`src/hero_pkg.sv`:
```
////////////////////////////////////////////////////////////
// shared widths and L2 base address, bus request/response
// structs, RAB slice configuration, bus and cluster states
////////////////////////////////////////////////////////////

`default_nettype none

package hero_pkg;

  localparam int unsigned AW        = 32;
  localparam int unsigned DW        = 32;
  localparam int unsigned PAGE_BITS = 12;

  // start of the L2 window, everything else goes to the RAB
  localparam logic [AW-1:0] L2_BASE = 32'h1C00_0000;

  // single-word request, held as a level until answered
  typedef struct packed {
    logic          valid;
    logic          we;
    logic [AW-1:0] addr;
    logic [DW-1:0] wdata;
  } mem_req_t;

  // valid is a one-cycle pulse
  typedef struct packed {
    logic          valid;
    logic          err;
    logic [DW-1:0] rdata;
  } mem_rsp_t;

  typedef struct packed {
    logic                    we;
    logic [1:0]              idx;
    logic [AW-PAGE_BITS-1:0] va_page;
    logic [AW-PAGE_BITS-1:0] pa_page;
  } rab_conf_t;

  typedef enum logic {
    BUS_IDLE,
    BUS_WAIT
  } bus_state_e;

  typedef enum logic [1:0] {
    CL_IDLE,
    CL_READ,
    CL_WRITE,
    CL_DONE
  } cl_state_e;

endpackage

`default_nettype wire

```
`src/pulp_cluster.sv`:
```
////////////////////////////////////////////////////////////
// compute cluster: sums a block of L2 words and writes the
// result to the host result area through the RAB
////////////////////////////////////////////////////////////

`default_nettype none

module pulp_cluster #(
  parameter int unsigned             CLUSTER_ID  = 0,
  parameter int unsigned             N_WORDS     = 4,
  parameter logic [hero_pkg::AW-1:0] RES_VA_BASE = 32'h8000_0000
) (
  input  logic               clk_i,
  input  logic               rst_n_i,
  input  logic               fetch_en_i,
  output logic               eoc_o,
  output logic               busy_o,
  output hero_pkg::mem_req_t req_o,
  input  hero_pkg::mem_rsp_t rsp_i
);
  import hero_pkg::*;

  localparam int unsigned   CNT_W   = (N_WORDS > 1) ? $clog2(N_WORDS) : 1;
  localparam logic [AW-1:0] RD_BASE = L2_BASE + AW'(CLUSTER_ID * N_WORDS * 4);
  localparam logic [AW-1:0] WR_ADDR = RES_VA_BASE + AW'(CLUSTER_ID * 4);

  cl_state_e        state_q, state_d;
  logic [CNT_W-1:0] cnt_q;
  logic [DW-1:0]    sum_q;
  logic             last_word;

  assign last_word = (cnt_q == CNT_W'(N_WORDS - 1));

  always_comb begin
    state_d = state_q;
    case (state_q)
      CL_IDLE: begin
        // start strobes only count while idle
        if (fetch_en_i) begin
          state_d = CL_READ;
        end
      end
      CL_READ: begin
        if (rsp_i.valid && last_word) begin
          state_d = CL_WRITE;
        end
      end
      CL_WRITE: begin
        if (rsp_i.valid) begin
          state_d = CL_DONE;
        end
      end
      default: state_d = CL_IDLE;
    endcase
  end

  always_ff @(posedge clk_i or negedge rst_n_i) begin
    if (!rst_n_i) begin
      state_q <= CL_IDLE;
      cnt_q   <= '0;
    end else begin
      state_q <= state_d;
      if (state_q == CL_IDLE) begin
        cnt_q <= '0;
      end else if (state_q == CL_READ && rsp_i.valid) begin
        cnt_q <= cnt_q + 1'b1;
      end
    end
  end

  // accumulate modulo 2^32 and drop the sum if the host write fails
  always_ff @(posedge clk_i) begin
    if (state_q == CL_IDLE) begin
      sum_q <= '0;
    end else if (state_q == CL_READ && rsp_i.valid) begin
      sum_q <= sum_q + rsp_i.rdata;
    end else if (state_q == CL_WRITE && rsp_i.valid && rsp_i.err) begin
      sum_q <= '0;
    end
  end

  assign busy_o = (state_q == CL_READ) || (state_q == CL_WRITE);
  assign eoc_o  = (state_q == CL_DONE);

  always_comb begin
    req_o.valid = busy_o;
    req_o.we    = (state_q == CL_WRITE);
    req_o.addr  = (state_q == CL_WRITE) ? WR_ADDR : RD_BASE + (AW'(cnt_q) << 2);
    req_o.wdata = sum_q;
  end

  // a response only comes back while this cluster is requesting
  a_rsp_when_busy: assert property (
    @(posedge clk_i) disable iff (!rst_n_i)
    rsp_i.valid |-> busy_o
  );

endmodule

`default_nettype wire

```
`src/soc_bus.sv`:
```
////////////////////////////////////////////////////////////
// system bus: round-robin arbiter over clusters and host,
// L2 / RAB address decode, one transfer in flight
////////////////////////////////////////////////////////////

`default_nettype none

module soc_bus #(
  parameter int unsigned N_CLUSTERS = 4,
  parameter int unsigned L2_WORDS   = 64
) (
  input  logic                               clk_i,
  input  logic                               rst_n_i,
  input  hero_pkg::mem_req_t [N_CLUSTERS:0] mst_req_i,
  output hero_pkg::mem_rsp_t [N_CLUSTERS:0] mst_rsp_o,
  output hero_pkg::mem_req_t                 l2_req_o,
  input  hero_pkg::mem_rsp_t                 l2_rsp_i,
  output hero_pkg::mem_req_t                 rab_req_o,
  input  hero_pkg::mem_rsp_t                 rab_rsp_i
);
  import hero_pkg::*;

  localparam int unsigned   N_MST  = N_CLUSTERS + 1;
  localparam int unsigned   IDX_W  = (N_MST > 1) ? $clog2(N_MST) : 1;
  localparam logic [AW-1:0] L2_END = L2_BASE + AW'(L2_WORDS * 4);

  bus_state_e       state_q;
  logic [IDX_W-1:0] rr_q;
  logic [IDX_W-1:0] gnt_q;
  logic [IDX_W-1:0] gnt_idx;
  logic             gnt_found;
  mem_req_t         sel_req;
  logic             sel_l2;
  mem_req_t         tgt_req_q;
  logic             tgt_vld_q;
  logic             tgt_l2_q;
  mem_rsp_t         tgt_rsp;
  logic             rsp_done;

  // first requester at or after the round-robin pointer
  always_comb begin
    int unsigned idx;
    gnt_found = 1'b0;
    gnt_idx   = '0;
    for (int unsigned k = 0; k < N_MST; k++) begin
      idx = (32'(rr_q) + k) % N_MST;
      if (!gnt_found && mst_req_i[idx].valid) begin
        gnt_found = 1'b1;
        gnt_idx   = IDX_W'(idx);
      end
    end
  end

  assign sel_req = mst_req_i[gnt_idx];
  assign sel_l2  = (sel_req.addr >= L2_BASE) && (sel_req.addr < L2_END);

  assign tgt_rsp  = tgt_l2_q ? l2_rsp_i : rab_rsp_i;
  assign rsp_done = (state_q == BUS_WAIT) && tgt_rsp.valid;

  always_ff @(posedge clk_i or negedge rst_n_i) begin
    if (!rst_n_i) begin
      state_q   <= BUS_IDLE;
      rr_q      <= '0;
      gnt_q     <= '0;
      tgt_vld_q <= 1'b0;
      tgt_l2_q  <= 1'b0;
    end else begin
      case (state_q)
        BUS_IDLE: begin
          if (gnt_found) begin
            state_q   <= BUS_WAIT;
            gnt_q     <= gnt_idx;
            rr_q      <= (gnt_idx == IDX_W'(N_MST - 1)) ? '0 : gnt_idx + 1'b1;
            tgt_vld_q <= 1'b1;
            tgt_l2_q  <= sel_l2;
          end
        end
        default: begin
          if (rsp_done) begin
            state_q   <= BUS_IDLE;
            tgt_vld_q <= 1'b0;
          end
        end
      endcase
    end
  end

  always_ff @(posedge clk_i) begin
    if (state_q == BUS_IDLE && gnt_found) begin
      tgt_req_q <= sel_req;
    end
  end

  always_comb begin
    l2_req_o        = tgt_req_q;
    l2_req_o.valid  = tgt_vld_q && tgt_l2_q;
    rab_req_o       = tgt_req_q;
    rab_req_o.valid = tgt_vld_q && !tgt_l2_q;
  end

  // response goes back to the granted master only
  always_comb begin
    for (int unsigned m = 0; m < N_MST; m++) begin
      mst_rsp_o[m]       = tgt_rsp;
      mst_rsp_o[m].valid = rsp_done && (gnt_q == IDX_W'(m));
    end
  end

  // only the addressed target answers, and only while a transfer is open
  a_rsp_from_target: assert property (
    @(posedge clk_i) disable iff (!rst_n_i)
    (l2_rsp_i.valid || rab_rsp_i.valid) |-> rsp_done
  );

  // the granted master keeps its request level until answered
  a_gnt_held: assert property (
    @(posedge clk_i) disable iff (!rst_n_i)
    (state_q == BUS_WAIT) |-> mst_req_i[gnt_q].valid
  );

endmodule

`default_nettype wire

```
`src/l2_mem.sv`:
```
////////////////////////////////////////////////////////////
// shared L2 memory, word addressed, registered response
////////////////////////////////////////////////////////////

`default_nettype none

module l2_mem #(
  parameter int unsigned L2_WORDS = 64
) (
  input  logic               clk_i,
  input  logic               rst_n_i,
  input  hero_pkg::mem_req_t req_i,
  output hero_pkg::mem_rsp_t rsp_o
);
  import hero_pkg::*;

  localparam int unsigned IDX_W = (L2_WORDS > 1) ? $clog2(L2_WORDS) : 1;

  logic [DW-1:0]    mem_q [L2_WORDS];
  logic [IDX_W-1:0] idx;
  logic             fire;
  logic             busy_q;
  logic             rsp_vld_q;
  logic [DW-1:0]    rdata_q;

  // upper address bits are dropped, so the index wraps
  assign idx  = req_i.addr[IDX_W+1:2];
  // answer a held request once
  assign fire = req_i.valid && !busy_q;

  always_ff @(posedge clk_i or negedge rst_n_i) begin
    if (!rst_n_i) begin
      busy_q    <= 1'b0;
      rsp_vld_q <= 1'b0;
    end else begin
      busy_q    <= req_i.valid;
      rsp_vld_q <= fire;
    end
  end

  always_ff @(posedge clk_i) begin
    if (fire) begin
      if (req_i.we) begin
        mem_q[idx] <= req_i.wdata;
        rdata_q    <= '0;
      end else begin
        rdata_q <= mem_q[idx];
      end
    end
  end

  always_comb begin
    rsp_o.valid = rsp_vld_q;
    rsp_o.err   = 1'b0;
    rsp_o.rdata = rdata_q;
  end

endmodule

`default_nettype wire

```
`src/rab.sv`:
```
////////////////////////////////////////////////////////////
// remapping address block: slice table with config port,
// page translation toward host DRAM, miss response and irq
////////////////////////////////////////////////////////////

`default_nettype none

module rab #(
  parameter int unsigned NUM_SLICES = 4
) (
  input  logic                clk_i,
  input  logic                rst_n_i,
  input  hero_pkg::rab_conf_t conf_i,
  input  hero_pkg::mem_req_t  req_i,
  output hero_pkg::mem_rsp_t  rsp_o,
  output hero_pkg::mem_req_t  dram_req_o,
  input  hero_pkg::mem_rsp_t  dram_rsp_i,
  output logic                miss_irq_o
);
  import hero_pkg::*;

  localparam int unsigned PG_W = AW - PAGE_BITS;

  logic [NUM_SLICES-1:0] slc_vld_q;
  logic [PG_W-1:0]       slc_va_q [NUM_SLICES];
  logic [PG_W-1:0]       slc_pa_q [NUM_SLICES];
  logic                  hit;
  logic [PG_W-1:0]       hit_pa;
  logic                  fire;
  logic                  busy_q;
  logic                  miss_q;
  logic                  dram_vld_q;
  mem_req_t              dram_req_q;

  // slices only become invalid again through reset
  always_ff @(posedge clk_i or negedge rst_n_i) begin
    if (!rst_n_i) begin
      slc_vld_q <= '0;
    end else begin
      for (int i = 0; i < NUM_SLICES; i++) begin
        if (conf_i.we && int'(conf_i.idx) == i) begin
          slc_vld_q[i] <= 1'b1;
        end
      end
    end
  end

  always_ff @(posedge clk_i) begin
    for (int i = 0; i < NUM_SLICES; i++) begin
      if (conf_i.we && int'(conf_i.idx) == i) begin
        slc_va_q[i] <= conf_i.va_page;
        slc_pa_q[i] <= conf_i.pa_page;
      end
    end
  end

  // walk down so the lowest matching slice is the last to write
  always_comb begin
    hit    = 1'b0;
    hit_pa = '0;
    for (int i = NUM_SLICES - 1; i >= 0; i--) begin
      if (slc_vld_q[i] && slc_va_q[i] == req_i.addr[AW-1:PAGE_BITS]) begin
        hit    = 1'b1;
        hit_pa = slc_pa_q[i];
      end
    end
  end

  assign fire = req_i.valid && !busy_q;

  always_ff @(posedge clk_i or negedge rst_n_i) begin
    if (!rst_n_i) begin
      busy_q     <= 1'b0;
      miss_q     <= 1'b0;
      dram_vld_q <= 1'b0;
    end else begin
      busy_q <= req_i.valid;
      miss_q <= fire && !hit;
      if (fire && hit) begin
        dram_vld_q <= 1'b1;
      end else if (dram_rsp_i.valid) begin
        dram_vld_q <= 1'b0;
      end
    end
  end

  // page swapped, offset kept
  always_ff @(posedge clk_i) begin
    if (fire && hit) begin
      dram_req_q      <= req_i;
      dram_req_q.addr <= {hit_pa, req_i.addr[PAGE_BITS-1:0]};
    end
  end

  always_comb begin
    dram_req_o       = dram_req_q;
    dram_req_o.valid = dram_vld_q;
    rsp_o.valid      = miss_q || (dram_vld_q && dram_rsp_i.valid);
    rsp_o.err        = miss_q;
    rsp_o.rdata      = miss_q ? '0 : dram_rsp_i.rdata;
  end

  assign miss_irq_o = miss_q;

  // a miss answers with err and never overlaps a DRAM transfer
  a_miss_err: assert property (
    @(posedge clk_i) disable iff (!rst_n_i)
    miss_irq_o |-> (rsp_o.err && !dram_req_o.valid)
  );

endmodule

`default_nettype wire

```
`src/hero.sv`:
```
////////////////////////////////////////////////////////////
// top level: clusters, system bus, L2 memory and RAB
////////////////////////////////////////////////////////////

`default_nettype none

module hero #(
  parameter int unsigned             N_CLUSTERS  = 4,
  parameter int unsigned             N_WORDS     = 4,
  parameter int unsigned             L2_WORDS    = 64,
  parameter int unsigned             NUM_SLICES  = 4,
  parameter logic [hero_pkg::AW-1:0] RES_VA_BASE = 32'h8000_0000
) (
  input  logic                  clk_i,
  input  logic                  rst_n_i,
  input  logic [N_CLUSTERS-1:0] cl_fetch_en_i,
  output logic [N_CLUSTERS-1:0] cl_eoc_o,
  output logic [N_CLUSTERS-1:0] cl_busy_o,
  input  hero_pkg::mem_req_t    host_req_i,
  output hero_pkg::mem_rsp_t    host_rsp_o,
  input  hero_pkg::rab_conf_t   rab_conf_i,
  output hero_pkg::mem_req_t    dram_req_o,
  input  hero_pkg::mem_rsp_t    dram_rsp_i,
  output logic                  rab_miss_irq_o
);
  import hero_pkg::*;

  mem_req_t [N_CLUSTERS-1:0] cl_req;
  mem_rsp_t [N_CLUSTERS-1:0] cl_rsp;
  mem_req_t [N_CLUSTERS:0]   mst_req;
  mem_rsp_t [N_CLUSTERS:0]   mst_rsp;
  mem_req_t                  l2_req;
  mem_rsp_t                  l2_rsp;
  mem_req_t                  rab_req;
  mem_rsp_t                  rab_rsp;

  // host port takes the top master index
  assign mst_req    = {host_req_i, cl_req};
  assign cl_rsp     = mst_rsp[N_CLUSTERS-1:0];
  assign host_rsp_o = mst_rsp[N_CLUSTERS];

  for (genvar i = 0; i < N_CLUSTERS; i++) begin : gen_clusters
    pulp_cluster #(
      .CLUSTER_ID  (i),
      .N_WORDS     (N_WORDS),
      .RES_VA_BASE (RES_VA_BASE)
    ) i_cluster (
      .clk_i,
      .rst_n_i,
      .fetch_en_i (cl_fetch_en_i[i]),
      .eoc_o      (cl_eoc_o[i]),
      .busy_o     (cl_busy_o[i]),
      .req_o      (cl_req[i]),
      .rsp_i      (cl_rsp[i])
    );
  end

  soc_bus #(
    .N_CLUSTERS (N_CLUSTERS),
    .L2_WORDS   (L2_WORDS)
  ) i_soc_bus (
    .clk_i,
    .rst_n_i,
    .mst_req_i (mst_req),
    .mst_rsp_o (mst_rsp),
    .l2_req_o  (l2_req),
    .l2_rsp_i  (l2_rsp),
    .rab_req_o (rab_req),
    .rab_rsp_i (rab_rsp)
  );

  l2_mem #(
    .L2_WORDS (L2_WORDS)
  ) i_l2_mem (
    .clk_i,
    .rst_n_i,
    .req_i (l2_req),
    .rsp_o (l2_rsp)
  );

  rab #(
    .NUM_SLICES (NUM_SLICES)
  ) i_rab (
    .clk_i,
    .rst_n_i,
    .conf_i     (rab_conf_i),
    .req_i      (rab_req),
    .rsp_o      (rab_rsp),
    .dram_req_o,
    .dram_rsp_i,
    .miss_irq_o (rab_miss_irq_o)
  );

endmodule

`default_nettype wire

```
`config.mk`:
```
export PLATFORM = sky130hd
export DESIGN_NAME = hero
export DESIGN_NICKNAME = d
export VERILOG_FILES = /design/src/hero_pkg.sv /design/src/pulp_cluster.sv /design/src/soc_bus.sv /design/src/l2_mem.sv /design/src/rab.sv /design/src/hero.sv
export SDC_FILE = /design/constraint.sdc
export NUM_CORES = 2
export LEC_CHECK = 0
export BUFFER_PORTS_ARGS = -buffer_cell sky130_fd_sc_hd__buf_4
export CAP_MARGIN = 20
export CORE_MARGIN = 2
export CORE_UTILIZATION = 65
export CTS_BUF_LIST = sky130_fd_sc_hd__clkbuf_4 sky130_fd_sc_hd__clkbuf_8
export DETAILED_ROUTE_END_ITERATION = 8
export PLACE_DENSITY = 0.82
export SETUP_SLACK_MARGIN = 0.1
export SYNTH_ARGS = -nofsm -noshare
export SYNTH_HDL_FRONTEND = slang
export SYNTH_HIERARCHICAL = 1
export SYNTH_SLANG_ARGS = --single-unit
```
`constraint.sdc`:
```
create_clock -name clk_i -period 7.52 [get_ports clk_i]
set_input_delay 2.256 -clock clk_i [delete_from_list [all_inputs] [get_ports clk_i]]
set_output_delay 2.256 -clock clk_i [all_outputs]
set_load 0.02 [all_outputs]
```
* Word-level counts from Yosys, hierarchy flattened
Memories as Yosys holds them, arrays and structs flattened. A register that Yosys moved wholly into a read port is not among the register bits.
Cells that the tools add are included.
** Cells by class
- Bitwise gates (word level) :: 1
- Add/subtract/negate cells :: 17
- Equal/unequal tests :: 41
- Reduce and logical (&&, ||, !) cells :: 84
- Div/mod/pow operators :: 5
- Multiplexer cells :: 106
- $lt $le $gt $ge :: 8
** Operator list (count)
- binary-select mux 66 bit (select 3 bit) :: 6
- two-way mux 32 bit :: 13
- two-way mux 66 bit :: 5
- two-way mux 20 bit :: 10
- < comparator 32 x 4 -> 1 bit, second input constant :: 5
- adder 32 bit :: 4
- remainder unit 32 x 3 -> 32 bit, second input constant :: 4
- adder 29 x 4 -> 30 bit, first input constant :: 4
- OR reduction 20 bit :: 6
- equality test 20 bit :: 4
- two-way mux 65 bit :: 1
- two-way mux 2 bit :: 26
- logical AND 1 bit :: 43
- two-way mux 1 bit :: 34
- two-way mux 34 bit :: 1
- greater-or-equal comparator 32 x 29 -> 1 bit, second input constant :: 1
- < comparator 32 x 29 -> 1 bit, second input constant :: 1
- remainder unit 3 x 3 -> 32 bit, second input constant :: 1
- equality test 2 bit, second input constant :: 14
- case mux 2 bit (3 select lines) :: 4
- nonzero test 2 bit :: 10
- two-way mux 3 bit :: 6
- != test 2 bit, second input constant :: 9
- AND reduction 3 bit :: 4
- 17 further kinds :: 46
** Word-level totals
- Memories :: 3
- Register bits after elaboration :: 292
- Bits of input ports :: 149
- Word-level logic and storage cells :: 297
- RAM bits :: 2208
** Memories
- i_l2_mem.mem_q :: words 64, width 32, rd ports 1, clocked after memory_dff 1, wr ports 1, RTL line l2_mem.sv:19 : logic [DW-1:0] mem_q [L2_WORDS];
- i_rab.slc_pa_q :: words 4, width 20, rd ports 4, clocked after memory_dff 0, wr ports 1, RTL line rab.sv:26 : logic [PG_W-1:0] slc_pa_q [NUM_SLICES];
- i_rab.slc_va_q :: words 4, width 20, rd ports 4, clocked after memory_dff 0, wr ports 1, RTL line rab.sv:25 : logic [PG_W-1:0] slc_va_q [NUM_SLICES];

* Depth between registers and ports, before layout
- Depth after elaboration :: 21
- Mapped depth :: 28

* Modules after synthesis
The synthesis kept the hierarchy.
** By module, submodules not included
- l2_mem :: cells each 4531, times used 1, area an instance 80459.7 sq um
- pulp_cluster (gen_clusters[0].i_cluster ...) :: cells each 387, times used 3, area an instance 3189.3 sq um
- rab :: cells each 517, times used 1, area an instance 8957.3 sq um
- soc_bus :: cells each 1150, times used 1, area an instance 8757.1 sq um
- pulp_cluster (gen_clusters[3].i_cluster) :: cells each 399, times used 1, area an instance 3205.6 sq um

* Least setup slack after synthesis
Ideal clock, no wire load.
- Path kind :: register to register
- Start :: register i_soc_bus.rr_q[1]
- End :: register i_soc_bus.tgt_l2_q
- Path buffers :: 2
- Setup slack :: 1022 ps
- Cell stages (with the launch flop) :: 21
- Clock period less this slack :: 6498 ps
- Arrival time :: 6244 ps
- Cells stage by stage :: dfrtp_1 > clkbuf_1 > inv_1 > ha_1 > inv_1 > ha_1 > inv_1 > ha_1 > nor3_1 > o21ai_0 > and2_1 > inv_1 > ha_1 > nor2b_1 > o32ai_2 > mux2i_1 > o211ai_2 > nor2_1 > a21oi_1 > clkbuf_1 > o32ai_1
** Between the ends
- Cells in the longest elaborated chain, start to end :: 20
** RTL lines
- start, declared :: RTL line soc_bus.sv:28 : logic [IDX_W-1:0] rr_q;
- start signal, assigned :: RTL line soc_bus.sv:73 : rr_q <= (gnt_idx == IDX_W'(N_MST - 1)) ? '0 : gnt_idx + 1'b1;
- branches (longest 20 deep; another with remainder unit 32 x 3 -> 32 bit)
- end signal, assigned :: RTL line soc_bus.sv:75 : tgt_l2_q <= sel_l2;
- end, declared :: RTL line soc_bus.sv:36 : logic tgt_l2_q;
Several ways; the timed one is not identified. The select of a mux whose other input is x is not followed.
A chain may end at the register's enable or synchronous reset.

* Worst setup path after layout
Same ends and word-level chain as after synthesis.

==> results_dict.tcl <==
set metrics [dict create \
    worstPathMaxFanout 19 \
    area_growth_pct 9.35 \
    fin_area_um2 121000 \
    grt.met3_usage 0.112 \
    fin_setup_tns_ns 0 \
    pwr_density_cell_nw_per_um2 465 \
    cts_max_path_buffers 4 \
    synth_top_family_by_area "compound AO/OA/AOI/OAI gates" \
    synth_fa_ha_area_frac 0.0192 \
    clkLatencyLatePin_ns 1.09 \
    final_nets 8201 \
    viasPerCell 7.12 \
    skew_ns 0.0964 \
    die-height_um 417 \
    outcome "finished clean" \
    total_power_mw 56.4 \
    reg2reg_setup_slack_ns 0.72 \
    path_clk_slew_ns 0.07 \
    busiest_layer "met2" \
    drive_gt1_frac 0.184 \
    synth_edf_count 2370 \
    clock-sinks 2532 \
    required_ns 8.45 \
    synth_top_area_cell "edfxtp_1" \
    synth.area.top_cells "edfxtp_1 64%, a221oi_1 2.7%, buf_4 2.5%" \
    use_met2 0.553 \
    fin_crit_sh 0.905 \
    grt_pass1_wl_mm 478 \
    hold_path_class "reg2reg" \
    cts_setup_buffers 0 \
    synth_top_area_frac 0.641 \
    max-cap-violations 0 \
    wl_per_cell_um 32.2 \
    syn-cell-area_um2 111000 \
    place_area_um2 113000 \
    syn_avg_cell_area_um2 14.3 \
    max_slew_margin 0.0558 \
    drv_slew 0 \
    io_pins 258 \
    core_area_um2 169000 \
    ir_worst_vdd_v 0.00124 \
    gr-total-overflow 0 \
    ys_warn_count 6 \
    drt_iter0_markers 12300 \
    syn_inst 7758 \
    vias 74200 \
    synth_compound_area_frac 0.134 \
    synthMuxAreaShare 0.0343 \
    end_kind "flop" \
    cts_resized 0 \
    routed_wl_mm 335 \
    rows 151 \
    dp_hpwl_mm 198 \
    startpoint_type "flop" \
    grt_pass1_vias 71200 \
    min_period_ns 6.80 \
    portBuffers 256 \
    cp.arrival_ns 7.74 \
    drt_pass1_iterations 8 \
    synth.ff_latch_count 2532 \
    htree_levels 5 \
    grt_setup_unrepaired "no" \
    hold_violations 0 \
    netlist-cell-type-count 111 \
    grt_max_degree 127 \
    gp_congestion 0.957 \
    design.die.area_um2 174000 \
    setup_viol 0 \
    final_antenna_net_count 0 \
    numCtsBuffers 404 \
    grt.total_usage 0.378 \
    drc 0 \
    start_util 0.655 \
    met1_usage 0.499 \
    yosys.area_share.simple 0.0773 \
    cts_hold_buf 0 \
    synth-async-reset-ratio 0.0134 \
    max_freq_mhz 147 \
    synth_seq_area_share 0.672 \
    tritoncts "done" \
    ys.flop_type "edfxtp_1" \
    fp.dieW_um 417 \
    critical_path_class "reg2reg" \
    synthXorXnorAreaFrac 0.0148 \
    leakage_nw 41.2 \
    tightest_slew_ns 1.42 \
    cts-root-buf "clkbuf_8" \
    antenna_found_initial 30 \
]
## critical path, cell delays in order, from the launching register on
cell and delay, ns:
dfrtp_1 0.65, inv_1 0.26, ha_1 0.68, inv_1 0.21, ha_1 0.27, or3_1 0.39
nand3_1 0.13, and2_1 0.13, inv_1 0.06, ha_1 0.21, a2111oi_0 0.57, nand4bb_1 0.28
o211ai_2 0.22, a211oi_1 0.27, o31ai_1 0.11, buf_4 0.19, and2_2 0.28, inv_2 0.28
nand2_2 0.32, a21oi_1 0.32, o21bai_1 0.13, or4_1 0.42, o32ai_1 0.30
## synthesized netlist by cell type, drive strengths merged (26+ instances only)
cell type / count
edfxtp: 2370
buf: 602
nand2: 475
a221oi: 353
nor2: 306
a22oi: 266
clkbuf: 256
nand3: 218
a21oi: 216
o21ai: 191
ha: 164
mux2: 155
o22ai: 139
mux2i: 138
dfxtp: 128
a31oi: 116
xnor2: 107
a21o: 84
inv: 80
xor2: 80
a22o: 78
nor3b: 74
nand3b: 63
nor2b: 63
a211oi: 60
and3: 57
a221o: 53
nand4: 53
nor3: 53
a2111oi: 37
nand2b: 37
or3b: 37
o22a: 36
and2: 35
dfrtp: 34
a41oi: 33
and4: 32
nor4b: 32
o221ai: 31
mux4: 30
o211ai: 30
a311oi: 27
or2: 26
## layout by cell type (no fill, tap or decap), types with 70 or more instances in the layout
cell / count
o22ai_1: 139
nand2_1: 472
conb_1: 101
a21oi_1: 210
o21ai_0: 176
mux2i_1: 138
a221oi_1: 347
buf_4: 459
a31oi_1: 116
nor2_4: 70
nand3_1: 218
clkinv_1: 88
nor2_1: 236
nor3b_1: 70
dfxtp_1: 128
clkbuf_8: 418
clkbuf_4: 142
mux2_2: 154
a22o_1: 78
xnor2_1: 107
a21o_1: 83
edfxtp_1: 2370
inv_1: 74
ha_1: 164
xor2_1: 80
a22oi_1: 266
## per-stage QoR
stage               utilization  setup slack [ns]  cells  hold WS (ns)
floorplan                     -              1.02   7854         0.430
global placement          0.669              1.05   9684         0.403
detailed placement        0.670             0.910   9689         0.405
CTS                       0.715             0.898  10400         0.418
global route              0.716             0.312  10400         0.426
finish                    0.716             0.717  10400         0.417
## where the power goes
part / switching [mW] / internal [mW]
Combinational: 18.7 / 7.59
Clock: 5.30 / 6.13
Sequential: 0.433 / 18.3
## layout make-up
type,instances,area [µm²]
flip-flops and latches,2532,74600
clock inverters,144,875
multi-input cells,4383,32000
repair buffers,482,3900
clock buffers,560,6820
diodes,12,30.0
well taps,2218,2780
inverters,81,319
fillers,10300,48200
## flip-flops by register name, summed over array words and instances (netlist names), 3 cells and up
name	count
gen_clusters.i_cluster/cnt_q	8
gen_clusters.i_cluster/state_q	8
gen_clusters.i_cluster/sum_q	128
i_l2_mem/mem_q	2048
i_l2_mem/rdata_q	32
i_rab/dram_req_o	65
i_rab/slc_pa_q	80
i_rab/slc_va_q	80
i_rab/slc_vld_q	4
i_soc_bus/gnt_q	3
i_soc_bus/l2_req_o	65
i_soc_bus/rr_q	3
## final timing paths
kind / to / cells past startpoint / startpoint
hold / removal: i_rab/dram_req_o[41] / 0 / i_soc_bus/l2_req_o[41]
setup reg to reg: i_soc_bus/tgt_l2_q / 22 / i_soc_bus/rr_q[1]
setup / recovery: i_soc_bus/tgt_l2_q / 22 / i_soc_bus/rr_q[1]
min in group asynchronous: i_rab/slc_vld_q[1] / 1 / rst_n_i
max in group asynchronous: gen_clusters[0].i_cluster/state_q[1] / 1 / rst_n_i
hold reg to reg: i_rab/dram_req_o[41] / 0 / i_soc_bus/l2_req_o[41]
## kinds of logic after synthesis
logic type                 count (synthesis)
other                                      5
muxes                                    323
xor gates and xnor gates                 187
buffers and inverters                    939
DFF                                     2532
AOI/OAI and AO/OA                       1967
adders and majority gates                168
and+or+nand+nor                         1637
## per-layer routing
layer | up-vias | routed length [µm]
met5 | - | 130
met4 | 22 | 24400
met3 | 1155 | 49000
met2 | 6157 | 146000
met1 | 36000 | 115000
li1 | 30800 | -
Power figures use the tool's default switching activity.
